**src/source/sifh_geometry_pkg.sv**
```systemverilog
`default_nettype none

package sifh_geometry_pkg;

    // sample word as delivered by the TDC
    localparam int unsigned NP_DEFAULT = 16;

    // upper sample bits that pick the bin, 2**NB bins per pixel
    localparam int unsigned NB_DEFAULT = 5;

    localparam int unsigned PIXELS_DEFAULT = 8; // pixels sharing one histogram RAM

    localparam int unsigned DATA_NUM_DEFAULT = 2; // samples per pixel before moving on

    localparam int unsigned ACQ_NUM_DEFAULT = 4; // full pixel sweeps per frame

    localparam int unsigned PEAK_W_DEFAULT = 4; // bin counter width, saturates at all ones

    localparam int unsigned CREDITS_DEFAULT = 2; // records the consumer can take up front

    // width of a counter or index that runs over n values
    function automatic int unsigned cnt_width(input int unsigned n);
        return (n > 1) ? $clog2(n) : 1;
    endfunction

endpackage

`default_nettype wire

```
**src/source/sifh_types_pkg.sv**
```systemverilog
`default_nettype none

package sifh_types_pkg;

    // frame phases, gray coded so each step flips one bit
    typedef enum logic [1:0] {
        PHASE_IDLE   = 2'b00, // waiting for wr_en
        PHASE_BUILD  = 2'b01, // samples accepted and binned
        PHASE_SEARCH = 2'b11, // histograms scanned for their peaks
        PHASE_DRAIN  = 2'b10  // last records leaving under credit
    } acq_phase_t;

endpackage

`default_nettype wire

```
**src/source/sifh_bin_accumulator.sv**
```systemverilog
`timescale 1ns/1ps
`default_nettype none

module sifh_bin_accumulator
    import sifh_geometry_pkg::*;
#(
    parameter int unsigned NB       = NB_DEFAULT,
    parameter int unsigned PIXELS   = PIXELS_DEFAULT,
    parameter int unsigned PEAK_W   = PEAK_W_DEFAULT,
    localparam int unsigned PW      = cnt_width(PIXELS)
) (
    input  wire                 clk,
    input  wire                 res,
    input  wire                 acc_valid,
    input  wire [NB-1:0]        acc_bin,
    input  wire [PW-1:0]        acc_pixel,
    input  wire                 rd_en,
    input  wire [PW-1:0]        rd_pixel,
    input  wire [NB-1:0]        rd_bin,
    output logic [PEAK_W-1:0]   rd_count,
    output logic                clear_done
);

    localparam int unsigned BINS  = 2 ** NB;
    localparam int unsigned DEPTH = PIXELS * BINS;
    localparam int unsigned AW    = PW + NB;

    logic [PEAK_W-1:0] ram [DEPTH];
    logic [AW-1:0]     clr_addr;
    logic              clearing;
    logic [AW-1:0]     acc_addr;
    logic [AW-1:0]     rd_addr;
    logic              s1_valid;
    logic [AW-1:0]     s1_addr;
    logic [PEAK_W-1:0] s1_count;
    logic              lw_valid;
    logic [AW-1:0]     lw_addr;
    logic [PEAK_W-1:0] lw_count;
    logic [PEAK_W-1:0] base;
    logic [PEAK_W-1:0] bumped;

    assign clearing = !clear_done;
    assign acc_addr = {acc_pixel, acc_bin}; // pixel * BINS + bin
    assign rd_addr  = {rd_pixel, rd_bin};

    // the RAM word read for s1 misses a write made on the same edge, take it from lw
    assign base   = (lw_valid && lw_addr == s1_addr) ? lw_count : s1_count;
    assign bumped = (&base) ? base : base + 1'b1;

    always_ff @(posedge clk or negedge res) begin
        if (!res) begin
            clr_addr   <= '0;
            clear_done <= 1'b0;
        end else if (clearing) begin
            clr_addr <= clr_addr + 1'b1;
            if (clr_addr == AW'(DEPTH - 1)) begin
                clear_done <= 1'b1;
            end
        end
    end

    always_ff @(posedge clk or negedge res) begin
        if (!res) begin
            s1_valid <= 1'b0;
            lw_valid <= 1'b0;
        end else begin
            s1_valid <= acc_valid;
            lw_valid <= s1_valid;
        end
    end

    always_ff @(posedge clk) begin
        s1_addr  <= acc_addr;
        s1_count <= ram[acc_addr];
        lw_addr  <= s1_addr;
        lw_count <= bumped;
        if (rd_en) begin
            rd_count <= ram[rd_addr];
        end
    end

    // one write port, shared by the sweep, the increment and the read-and-clear
    always_ff @(posedge clk) begin
        if (clearing) begin
            ram[clr_addr] <= '0;
        end else if (s1_valid) begin
            ram[s1_addr] <= bumped;
        end else if (rd_en) begin
            ram[rd_addr] <= '0;
        end
    end

    a_no_acc_while_clearing: assert property (@(posedge clk) disable iff (!res)
        acc_valid |-> clear_done);

    // the peak search waits for the last increment, or a clear would be lost
    a_no_clear_collision: assert property (@(posedge clk) disable iff (!res)
        rd_en |-> !s1_valid);

endmodule

`default_nettype wire

```
**src/source/sifh_peak_search.sv**
```systemverilog
`timescale 1ns/1ps
`default_nettype none

module sifh_peak_search
    import sifh_geometry_pkg::*;
    import sifh_types_pkg::*;
#(
    parameter int unsigned NB       = NB_DEFAULT,
    parameter int unsigned PIXELS   = PIXELS_DEFAULT,
    parameter int unsigned PEAK_W   = PEAK_W_DEFAULT,
    localparam int unsigned PW      = cnt_width(PIXELS)
) (
    input  wire                 clk,
    input  wire                 res,
    input  acq_phase_t          phase,
    input  wire [PEAK_W-1:0]    rd_count,
    input  wire                 rec_stall,
    output logic                rd_en,
    output logic [PW-1:0]       rd_pixel,
    output logic [NB-1:0]       rd_bin,
    output logic                rec_valid,
    output logic [PW-1:0]       rec_pixel,
    output logic [NB-1:0]       rec_bin,
    output logic [PEAK_W-1:0]   rec_count,
    output logic                search_done
);

    logic              armed;
    logic              starting;
    logic              reading;
    logic [NB-1:0]     bin_q;
    logic [PW-1:0]     pix_q;
    logic              d_valid;
    logic [NB-1:0]     d_bin;
    logic [PW-1:0]     d_pix;
    logic [PEAK_W-1:0] max_count;
    logic [NB-1:0]     max_bin;
    logic              take;
    logic [PEAK_W-1:0] best_count;
    logic [NB-1:0]     best_bin;

    assign rd_en    = reading && !rec_stall;
    assign rd_pixel = pix_q;
    assign rd_bin   = bin_q;

    // bin 0 restarts the maximum, strict compare keeps the lowest bin on a tie
    assign take       = (d_bin == '0) || (rd_count > max_count);
    assign best_count = take ? rd_count : max_count;
    assign best_bin   = take ? d_bin : max_bin;

    always_ff @(posedge clk or negedge res) begin
        if (!res) begin
            armed       <= 1'b1;
            starting    <= 1'b0;
            reading     <= 1'b0;
            bin_q       <= '0;
            pix_q       <= '0;
            d_valid     <= 1'b0;
            rec_valid   <= 1'b0;
            search_done <= 1'b0;
        end else begin
            starting <= 1'b0;
            if (phase != PHASE_SEARCH) begin
                armed <= 1'b1;
            end else if (armed) begin
                armed    <= 1'b0;
                starting <= 1'b1; // one spare cycle so the last increment lands first
            end
            if (starting) begin
                reading <= 1'b1;
            end
            if (rd_en) begin
                bin_q <= bin_q + 1'b1;
                if (&bin_q) begin
                    pix_q <= (pix_q == PW'(PIXELS - 1)) ? '0 : pix_q + 1'b1;
                    if (pix_q == PW'(PIXELS - 1)) begin
                        reading <= 1'b0;
                    end
                end
            end
            d_valid     <= rd_en;
            rec_valid   <= d_valid && (&d_bin);
            search_done <= d_valid && (&d_bin) && (d_pix == PW'(PIXELS - 1));
        end
    end

    always_ff @(posedge clk) begin
        d_bin <= bin_q;
        d_pix <= pix_q;
        if (d_valid) begin
            max_count <= best_count;
            max_bin   <= best_bin;
        end
        if (d_valid && (&d_bin)) begin
            rec_pixel <= d_pix;
            rec_bin   <= best_bin;
            rec_count <= best_count;
        end
    end

endmodule

`default_nettype wire

```
**src/source/sifh_result_port.sv**
```systemverilog
`timescale 1ns/1ps
`default_nettype none

module sifh_result_port
    import sifh_geometry_pkg::*;
    import sifh_types_pkg::*;
#(
    parameter int unsigned NB       = NB_DEFAULT,
    parameter int unsigned PIXELS   = PIXELS_DEFAULT,
    parameter int unsigned PEAK_W   = PEAK_W_DEFAULT,
    parameter int unsigned CREDITS  = CREDITS_DEFAULT,
    localparam int unsigned PW      = cnt_width(PIXELS)
) (
    input  wire                 clk,
    input  wire                 res,
    input  acq_phase_t          phase,
    input  wire                 rec_valid,
    input  wire [PW-1:0]        rec_pixel,
    input  wire [NB-1:0]        rec_bin,
    input  wire [PEAK_W-1:0]    rec_count,
    input  wire                 credit_return,
    output logic                rec_stall,
    output logic                peak_valid,
    output logic [PW-1:0]       peak_pixel,
    output logic [NB-1:0]       peak_bin,
    output logic [PEAK_W-1:0]   peak_count,
    output logic                drain_done
);

    localparam int unsigned CW = cnt_width(CREDITS + 1);

    logic              full;
    logic [PW-1:0]     buf_pixel;
    logic [NB-1:0]     buf_bin;
    logic [PEAK_W-1:0] buf_count;
    logic [CW-1:0]     credit_cnt;
    logic [PW-1:0]     sent_cnt;
    logic              send;

    assign send      = full && (credit_cnt != '0);
    assign rec_stall = full && (credit_cnt == '0); // a full buffer with credit empties this cycle

    always_ff @(posedge clk or negedge res) begin
        if (!res) begin
            full       <= 1'b0;
            credit_cnt <= CW'(CREDITS);
            sent_cnt   <= '0;
            peak_valid <= 1'b0;
            drain_done <= 1'b0;
        end else begin
            if (rec_valid) begin
                full <= 1'b1;
            end else if (send) begin
                full <= 1'b0;
            end
            case ({send, credit_return})
                2'b10:   credit_cnt <= credit_cnt - 1'b1;
                2'b01:   credit_cnt <= credit_cnt + 1'b1;
                default: credit_cnt <= credit_cnt;
            endcase
            if (phase == PHASE_IDLE) begin
                sent_cnt <= '0;
            end else if (send) begin
                sent_cnt <= (sent_cnt == PW'(PIXELS - 1)) ? '0 : sent_cnt + 1'b1;
            end
            peak_valid <= send;
            drain_done <= send && (sent_cnt == PW'(PIXELS - 1));
        end
    end

    always_ff @(posedge clk) begin
        if (rec_valid) begin
            buf_pixel <= rec_pixel;
            buf_bin   <= rec_bin;
            buf_count <= rec_count;
        end
        if (send) begin
            peak_pixel <= buf_pixel;
            peak_bin   <= buf_bin;
            peak_count <= buf_count;
        end
    end

    a_send_needs_credit: assert property (@(posedge clk) disable iff (!res)
        peak_valid |-> $past(credit_cnt) != '0);

    // a consumer returning more than it was given would overrun the counter
    a_credit_bound: assert property (@(posedge clk) disable iff (!res)
        credit_cnt <= CW'(CREDITS));

endmodule

`default_nettype wire

```
**src/source/sifh_sequencer.sv**
```systemverilog
`timescale 1ns/1ps
`default_nettype none

module sifh_sequencer
    import sifh_geometry_pkg::*;
    import sifh_types_pkg::*;
#(
    parameter int unsigned NP       = NP_DEFAULT,
    parameter int unsigned NB       = NB_DEFAULT,
    parameter int unsigned PIXELS   = PIXELS_DEFAULT,
    parameter int unsigned DATA_NUM = DATA_NUM_DEFAULT,
    parameter int unsigned ACQ_NUM  = ACQ_NUM_DEFAULT,
    localparam int unsigned PW      = cnt_width(PIXELS)
) (
    input  wire             clk,
    input  wire             res,
    input  wire             wr_en,
    input  wire             sample_valid,
    input  wire [NP-1:0]    sample_data,
    input  wire             clear_done,
    input  wire             search_done,
    input  wire             drain_done,
    output logic            sample_ready,
    output logic            acc_valid,
    output logic [NB-1:0]   acc_bin,
    output logic [PW-1:0]   acc_pixel,
    output acq_phase_t      phase
);

    localparam int unsigned DW = cnt_width(DATA_NUM);
    localparam int unsigned QW = cnt_width(ACQ_NUM);

    logic [DW-1:0] data_cnt;
    logic [PW-1:0] pixel_cnt;
    logic [QW-1:0] acq_cnt;
    logic          accept;
    logic          data_last;
    logic          pixel_last;
    logic          acq_last;
    logic          frame_last;

    assign sample_ready = (phase == PHASE_BUILD);
    assign accept       = sample_valid && sample_ready;
    assign data_last    = (data_cnt == DW'(DATA_NUM - 1));
    assign pixel_last   = (pixel_cnt == PW'(PIXELS - 1));
    assign acq_last     = (acq_cnt == QW'(ACQ_NUM - 1));
    assign frame_last   = accept && data_last && pixel_last && acq_last;

    always_ff @(posedge clk or negedge res) begin
        if (!res) begin
            phase <= PHASE_IDLE;
        end else begin
            case (phase)
                PHASE_IDLE:   if (wr_en && clear_done) phase <= PHASE_BUILD; // RAM must be swept
                PHASE_BUILD:  if (frame_last) phase <= PHASE_SEARCH;
                PHASE_SEARCH: if (search_done) phase <= PHASE_DRAIN;
                PHASE_DRAIN:  if (drain_done) phase <= PHASE_IDLE;
                default:      phase <= PHASE_IDLE;
            endcase
        end
    end

    // all three counters wrap to zero on the last sample of the frame
    always_ff @(posedge clk or negedge res) begin
        if (!res) begin
            data_cnt  <= '0;
            pixel_cnt <= '0;
            acq_cnt   <= '0;
        end else if (accept) begin
            if (data_last) begin
                data_cnt <= '0;
                if (pixel_last) begin
                    pixel_cnt <= '0;
                    acq_cnt   <= acq_last ? '0 : acq_cnt + 1'b1;
                end else begin
                    pixel_cnt <= pixel_cnt + 1'b1;
                end
            end else begin
                data_cnt <= data_cnt + 1'b1;
            end
        end
    end

    always_ff @(posedge clk or negedge res) begin
        if (!res) begin
            acc_valid <= 1'b0;
        end else begin
            acc_valid <= accept;
        end
    end

    always_ff @(posedge clk) begin
        if (accept) begin
            acc_bin   <= sample_data[NP-1 -: NB]; // lower timing bits are dropped
            acc_pixel <= pixel_cnt;
        end
    end

    a_sample_in_build: assert property (@(posedge clk) disable iff (!res)
        sample_valid |-> phase == PHASE_BUILD);

endmodule

`default_nettype wire

```
**src/source/sifh_top.sv**
```systemverilog
`timescale 1ns/1ps
`default_nettype none

module sifh_top
    import sifh_geometry_pkg::*;
    import sifh_types_pkg::*;
#(
    parameter int unsigned NP       = NP_DEFAULT,
    parameter int unsigned NB       = NB_DEFAULT,
    parameter int unsigned PIXELS   = PIXELS_DEFAULT,
    parameter int unsigned DATA_NUM = DATA_NUM_DEFAULT,
    parameter int unsigned ACQ_NUM  = ACQ_NUM_DEFAULT,
    parameter int unsigned PEAK_W   = PEAK_W_DEFAULT,
    parameter int unsigned CREDITS  = CREDITS_DEFAULT,
    localparam int unsigned PW      = cnt_width(PIXELS)
) (
    input  wire                 clk,
    input  wire                 res,
    input  wire                 wr_en,
    input  wire                 sample_valid,
    input  wire [NP-1:0]        sample_data,
    input  wire                 credit_return,
    output logic                sample_ready,
    output acq_phase_t          phase,
    output logic                peak_valid,
    output logic [PW-1:0]       peak_pixel,
    output logic [NB-1:0]       peak_bin,
    output logic [PEAK_W-1:0]   peak_count
);

    logic              acc_valid;
    logic [NB-1:0]     acc_bin;
    logic [PW-1:0]     acc_pixel;
    logic              clear_done;
    logic              search_done;
    logic              drain_done;
    logic              rd_en;
    logic [PW-1:0]     rd_pixel;
    logic [NB-1:0]     rd_bin;
    logic [PEAK_W-1:0] rd_count;
    logic              rec_valid;
    logic [PW-1:0]     rec_pixel;
    logic [NB-1:0]     rec_bin;
    logic [PEAK_W-1:0] rec_count;
    logic              rec_stall;

    sifh_sequencer #(
        .NP(NP), .NB(NB), .PIXELS(PIXELS), .DATA_NUM(DATA_NUM), .ACQ_NUM(ACQ_NUM)
    ) seq0 (
        .clk, .res, .wr_en, .sample_valid, .sample_data,
        .clear_done, .search_done, .drain_done,
        .sample_ready, .acc_valid, .acc_bin, .acc_pixel, .phase
    );

    sifh_bin_accumulator #(.NB(NB), .PIXELS(PIXELS), .PEAK_W(PEAK_W)) acc0 (
        .clk, .res, .acc_valid, .acc_bin, .acc_pixel,
        .rd_en, .rd_pixel, .rd_bin, .rd_count, .clear_done
    );

    sifh_peak_search #(.NB(NB), .PIXELS(PIXELS), .PEAK_W(PEAK_W)) peak0 (
        .clk, .res, .phase, .rd_count, .rec_stall,
        .rd_en, .rd_pixel, .rd_bin,
        .rec_valid, .rec_pixel, .rec_bin, .rec_count, .search_done
    );

    sifh_result_port #(
        .NB(NB), .PIXELS(PIXELS), .PEAK_W(PEAK_W), .CREDITS(CREDITS)
    ) port0 (
        .clk, .res, .phase, .rec_valid, .rec_pixel, .rec_bin, .rec_count,
        .credit_return, .rec_stall,
        .peak_valid, .peak_pixel, .peak_bin, .peak_count, .drain_done
    );

endmodule

`default_nettype wire

```
**config.mk**
```make
export PLATFORM = sky130hd
export DESIGN_NAME = sifh_top
export DESIGN_NICKNAME = d
export VERILOG_FILES = /design/src/source/sifh_geometry_pkg.sv /design/src/source/sifh_types_pkg.sv /design/src/source/sifh_bin_accumulator.sv /design/src/source/sifh_peak_search.sv /design/src/source/sifh_result_port.sv /design/src/source/sifh_sequencer.sv /design/src/source/sifh_top.sv
export SDC_FILE = /design/constraint.sdc
export NUM_CORES = 2
export LEC_CHECK = 0
export BUFFER_PORTS_ARGS = -buffer_cell sky130_fd_sc_hd__clkbuf_2
export CAP_MARGIN = 0
export CORE_MARGIN = 2
export CORE_UTILIZATION = 30
export CTS_BUF_LIST = sky130_fd_sc_hd__clkbuf_4 sky130_fd_sc_hd__clkbuf_8
export DETAILED_ROUTE_END_ITERATION = 8
export GPL_TIMING_DRIVEN = 0
export PLACE_DENSITY_LB_ADDON = 0.15
export SLEW_MARGIN = 40
export SYNTH_ARGS = -nofsm -noshare
export SYNTH_HDL_FRONTEND = slang
export SYNTH_SLANG_ARGS = --single-unit
```
**constraint.sdc**
```tcl
create_clock -name clk -period 17.39 [get_ports clk]
set_clock_uncertainty 0.05 [all_clocks]
set_input_delay 3.478 -clock clk [delete_from_list [all_inputs] [get_ports clk]]
set_output_delay 3.478 -clock clk [all_outputs]
set_load 0.05 [all_outputs]
```
=== Word-level counts from Yosys, hierarchy flattened ===
Memories as Yosys holds them, arrays and structs flattened. A register that Yosys moved wholly into a read port is not among the register bits.
Index checks and enable logic that the tools add are counted.

* Bits in registers: 123
* RAM bits: 1024
* Input bits: 21
* Output and inout bits: 16
* Logic and storage cells: 141
* Memories kept: 1

{| class="wikitable"
|+ Memory list
! memory !! words !! bits a word !! read ports !! clocked after Yosys merged registers in !! wr ports !! RTL line !! source
|-
| acc0.ram || 256 || 4 || 2 || 2 || 1 || sifh_bin_accumulator.sv:28 || <nowiki>logic [PEAK_W-1:0] ram [DEPTH];</nowiki>
|}

* Add/sub/neg operators: 10
* Magnitude comparators: 1
* Equality and inequality tests: 17
* Muxes and demuxes: 42
* Reduce and logical (&&, ||, !) cells: 30

{| class="wikitable"
|+ Operators with widths
! kind !! number
|-
| $mux W1 || 22
|-
| $mux W4 || 5
|-
| $mux W8 || 2
|-
| $mux W3 || 5
|-
| $eq A3 B3 Y1 const B || 4
|-
| $logic_and A1 B1 Y1 || 12
|-
| $mux W2 || 5
|-
| $reduce_and A5 Y1 || 2
|-
| $add A3 B1 Y3 const B || 3
|-
| $add A8 B1 Y8 const B || 1
|-
| $eq A2 B2 Y1 const B || 4
|-
| $eq A8 B8 Y1 || 1
|-
| $eq A8 B8 Y1 const B || 1
|-
| $pmux W2 S4 || 1
|-
| $reduce_and A4 Y1 || 2
|-
| $reduce_bool A2 Y1 || 4
|-
| $reduce_or A4 Y1 || 2
|-
| $ne A2 B2 Y1 const B || 3
|-
| $reduce_and A6 Y1 || 1
|-
| $add A5 B1 Y5 const B || 1
|-
| $logic_not A5 Y1 || 1
|-
| $mux W5 || 1
|-
| $add A2 B1 Y2 const B || 2
|-
| $add A4 B1 Y4 const B || 1
|-
| other kinds (11) || 14
|}

=== Longest topological paths before layout ===
* Depth after elaboration: 10
* Gate-level depth with buffers: 11
* Mapped depth without buffers: 9

=== Modules after synthesis ===
Synthesis repeated with hierarchy kept, for this count alone.

* Cell total of the unflattened synthesis: 3137
* Area total of the unflattened synthesis: 53874.2 µm²

{| class="wikitable"
|+ By module, submodules not included
! module !! instances !! cells each !! area each (µm²) !! sequential area each (µm²)
|-
| sifh_bin_accumulator || 1 || 2942 || 50502.2 || 31625.3
|-
| sifh_peak_search || 1 || 100 || 1627.8 || 1142.3
|-
| sifh_result_port || 1 || 54 || 1072.3 || 922.1
|-
| sifh_sequencer || 1 || 41 || 671.9 || 465.4
|}

=== Least setup slack after synthesis ===
Ideal clock, no wire load.

* Kind: reg-to-reg
* Start: reg acc0.s1_addr[7]
* End: mem acc0.ram[0][1] in the netlist's numbering, data pin
* Arrival: 8.190 ns
* Data required time: 15.877 ns
* Setup slack: 7.688 ns
* Cell stages (with the launch flop): 9
* Buffers on the path: 0
* Cells stage by stage: dfxtp_1 > xnor2_1 > nand3_1 > nor3_2 > mux2_2 > ha_1 > o21ai_0 > mux2_2 > nor2b_1

* Word-level cells in the longest chain between the ends: 7
* Elaborated cells on any way between the ends: 8
* Those cells by class: 1 x add/sub; 1 x eq/ne; 4 x mux; 2 x reduce/logical

{| class="wikitable"
|+ RTL lines
! what !! RTL line !! source
|-
| start: declaration || sifh_bin_accumulator.sv:34 || <nowiki>logic [AW-1:0] s1_addr;</nowiki>
|-
| start signal: assignment || sifh_bin_accumulator.sv:73 || <nowiki>s1_addr <= acc_addr;</nowiki>
|-
| $eq A8 B8 Y1 (*) || sifh_bin_accumulator.sv:47 || <nowiki>assign base = (lw_valid && lw_addr == s1_addr) ? lw_count : s1_count;</nowiki>
|-
| $logic_and A1 B1 Y1 (*) || sifh_bin_accumulator.sv:47 ||
|-
| $mux W4 (*) || sifh_bin_accumulator.sv:47 ||
|-
| $add A4 B1 Y4 / $reduce_and A4 Y1 (equally long branches) || sifh_bin_accumulator.sv:48 || <nowiki>assign bumped = (&base) ? base : base + 1'b1;</nowiki>
|-
| $mux W4 (*) || sifh_bin_accumulator.sv:48 ||
|-
| via acc0.bumped[1] || sifh_bin_accumulator.sv:40 || <nowiki>logic [PEAK_W-1:0] bumped;</nowiki>
|-
| $mux W4 (no line) (*) (2 in series) || - ||
|-
| end: declaration || sifh_bin_accumulator.sv:28 ||
|}

Mark *: on every way through the listed nets, which the timed path passes. The rest lies on a longest branch.

=== Worst setup path in the final report ===
* Start: reg seq0.phase[0]
* End: out sample_ready

* Word-level cells in the longest chain between the ends: 1

{| class="wikitable"
|+ RTL lines
! what !! RTL line !! source
|-
| start: declaration || sifh_sequencer.sv:27 || <nowiki>output acq_phase_t phase</nowiki>
|-
| start signal: assignment || sifh_sequencer.sv:51 || <nowiki>phase <= PHASE_IDLE;</nowiki>
|-
| start signal: assignment || sifh_sequencer.sv:54 || <nowiki>PHASE_IDLE: if (wr_en && clear_done) phase <= PHASE_BUILD;</nowiki>
|-
| start signal: assignment || sifh_sequencer.sv:55 || <nowiki>PHASE_BUILD: if (frame_last) phase <= PHASE_SEARCH;</nowiki>
|-
| $eq A2 B1 Y1 || sifh_sequencer.sv:42 || <nowiki>assign sample_ready = (phase == PHASE_BUILD);</nowiki>
|-
| end: declaration || sifh_top.sv:23 || <nowiki>output logic sample_ready,</nowiki>
|}

No other way between the ends.

==> impl_results.md <==
- Outcome: complete, no violations
- Final Non-Filler Cells: between 6000 and 7000
- First-pass GRT wire length: just over 300000 um
- DPL Wire Length: approximately 170000 um
- Via/cell ratio: roughly 5.8
- Syn Inst Count: between 3000 and 4000
- Post-CTS setup repair buffer count: 0
- Syn_nets: 3300
- Port Buffers: 25
- Starting DRT DRC Count: around 4700
- Final Net Count: roughly 3600
- CTS Buf Count: a little over 200
- CTS H-tree lvls: 4
- Gr ovfl total: 0
- Post-synth EDFFs: 1081
- DRC viols: 0
- Synth area leader: edfxtp_1
- Async S/R FF share, synth: 0.0364
- Seq pwr share: 0.543
- Setup Viol. Count Final: 0
- Most used DFF post-synth: edfxtp_1
- Detailed-route via count: approximately 35000
- Multiplexer share of the synthesized area: 0.219
- Setup tns final: 0 ns
- Final ANT Viol Nets: 0
- Post_cts resized: 0
- Main combinational cell family by area after synthesis: multiplexers
- Clk_lat worst skew: 0.98 ns
- Power Internal: 4.31 mW
- Critical Path Fanout Max: 8
- P&R area growth vs syn: 16.1%
- Gp weighted congestion: 1.02
- Detailed Route WL: 229000 um
- Critical path type: reg -> out
- CTS tree: built
- Synthesis Warnings: 0
- Hold/Removal Path Class: reg -> reg
- Slew Viols, Final: 0
- Clock transition at path regs: 0.05 ns
- Max IR drop VDD: approximately 71 uV
- Synth top area cells: edfxtp_1, mux4_2, mux2i_1, nor2_1, dfrtp_1
- Hold Vio Cnt, Final: 0
- Power Density: 88.6 nW/um^2
- FF+latch count, synth: 1155
- Final Cycle Share: 0.314
- Max Clock Freq: between 150 and 200 MHz
- P_leak: approximately 17 nW
- Min Tclk post-route: approximately 5.5 ns
- WL per Instance: ~38 um
- Max Buffers Root-to-Sink: 3
- DIE WIDTH: between 400 and 500 um
- Critical Path Start Type: flop
- Post-CTS Hold Buffers: 0
- Max-cap violations: 0
- Fin area: 62300 um^2
- Critical path required time: 13.86 ns
- Initial Util: 0.301
- Comb power frac: 0.001
- Initial antenna violation count: 18
- Xor-xnor portion of the synthesized cell area: 0.00375
- DP Area: around 60000 um^2
- Sinks on the clock net: 1155
- DR pass1 iterations: 6
- DIE HEIGHT: around 430 um
- Most frequent cell after synthesis: edfxtp_1
- Pin count of the biggest net entering global routing: 43
- Placeable core area: 178000 um^2
- RSZ-0062 raised after global routing: false
- Simple-gate share of the synthesized area: 0.0394
- GRT Total Usage: 0.248
- Placed cell count: between 5000 and 6000
- Vias in the first global route: approximately 35000
- Switching Fraction: 0.219
- Layout cells sized above 1: 0.278
- DIE AREA: ~180000 um^2
- Clock Power Share: 0.455
- Max_slew headroom: 0.352
- Row cnt: approximately 160
- Compound-Gate Fraction of Synth Area: 0.0720
- Avg Cell Area, Syn: roughly 16 um^2
- Post-Synth Adder-Cell Area: 0.00373
- Synth top area share: 0.605
- Finished Core Util: 0.350
- Post-synthesis sequential area ratio: 0.636
- CTS root buf: clkbuf_8
- Switching Power: between 1 and 1.5 mW
- Crit path DAT: just under 2 ns
- Worst-Margin Slew: 0.969 ns
- Synth unique cells: 53
- Post-Syn Area: between 50000 and 60000 um^2
- CP Capture Type: primary output
- I/O pin count: 37
- Top post-synthesis cells by count: edfxtp_1, mux2i_1, mux4_2
[cells by family after synthesis]
| group | after synthesis |
|---|---|
| flops | 1155 |
| mux | 755 |
| compound gates | 554 |
| simple gates | 488 |
| buf+inv | 272 |
| xor+xnor | 23 |
| fa+ha+maj | 16 |
[final cells by class]
class	instances	area, um^2
sequential	1155	34200
buffer	259	1430
antenna	8	20.0
inverter	13	48.8
tap	2355	2950
timing repair buffer	89	1480
fill	17025	116000
clock inverter	83	474
clock buffer	285	3480
multi-input combinational	1836	18300
[cell usage in the layout, fill, tap and decap left out, types with 60 or more instances in the layout]
cell type,count
clkbuf_4,72
buf_2,95
o22ai_1,72
o221ai_1,84
a21oi_1,83
mux2i_1,375
nor2_1,276
edfxtp_1,1081
clkbuf_2,83
nand2_1,70
a211oi_1,60
a221oi_1,80
mux4_2,330
clkbuf_8,215
o21ai_0,85
[critical path: stages (launching register included)]
cell	delay, ns
dfrtp_1	0.47
inv_1	0.09
nor2_1	0.12
clkbuf_2	0.29
[power groups by stage]
| stage | clock [mW] | combinational [mW] | sequential, mW |
|---|---|---|---|
| 6_report | 2.51 | 0.00719 | 3.00 |
| 3_5_place_dp | 0 | 0.00734 | 3.06 |
| 3_3_place_gp | 0 | 0.00731 | 3.06 |
| 5_1_grt | 2.66 | 0.00832 | 3.00 |
| 2_1_floorplan | 0 | 0.00349 | 3.06 |
| 4_1_cts | 2.55 | 0.00745 | 3.00 |
[layer usage]
layer	up-vias	share of wire	GRT usage
li1	14110	-	-
met1	18815	0.42	0.335
met2	1948	0.45	0.381
met3	405	0.086	0.0572
met4	14	0.048	0.109
met5	-	0.00036	0
[path summary, 6_finish.rpt]
| check | startpoint | end | slack (ns) | cells after the start |
|---|---|---|---|---|
| max in group asynchronous | res | peak0.d_valid | 14.33 | 1 |
| min in group asynchronous | res | port0.sent_cnt[2] | 2.51 | 1 |
| min reg2reg | seq0.acc_valid | acc0.s1_valid | 0.30 | 0 |
| max | seq0.phase[0] | sample_ready | 11.93 | 3 |
| max reg2reg | peak0.rd_bin[1] | acc0.ram[39][3] | 12.30 | 9 |
| min | seq0.acc_valid | acc0.s1_valid | 0.30 | 0 |
[registers in the layout, indices dropped and copies added (netlist names), 5 cells and up]
signal and count:
acc0.ram 1024, acc0.clr_addr 8, acc0.lw_addr 8, acc0.s1_addr 8, peak0.d_bin 5, peak0.max_bin 5
peak0.rd_bin 5, peak0.rec_bin 5, port0.buf_bin 5, port0.peak_bin 5, seq0.acc_bin 5
[per-stage QoR]
step	hold slack, ns	power [mW]	setup WS, ns
CTS	0.301	5.56	11.82
finish	0.298	5.52	11.93
global route	0.321	5.67	11.82
detailed placement	0.294	3.06	12.24
global placement	0.289	3.06	-2.88
floorplan	0.281	3.06	7.69
Note: power is estimated with default switching activity, not from simulation.
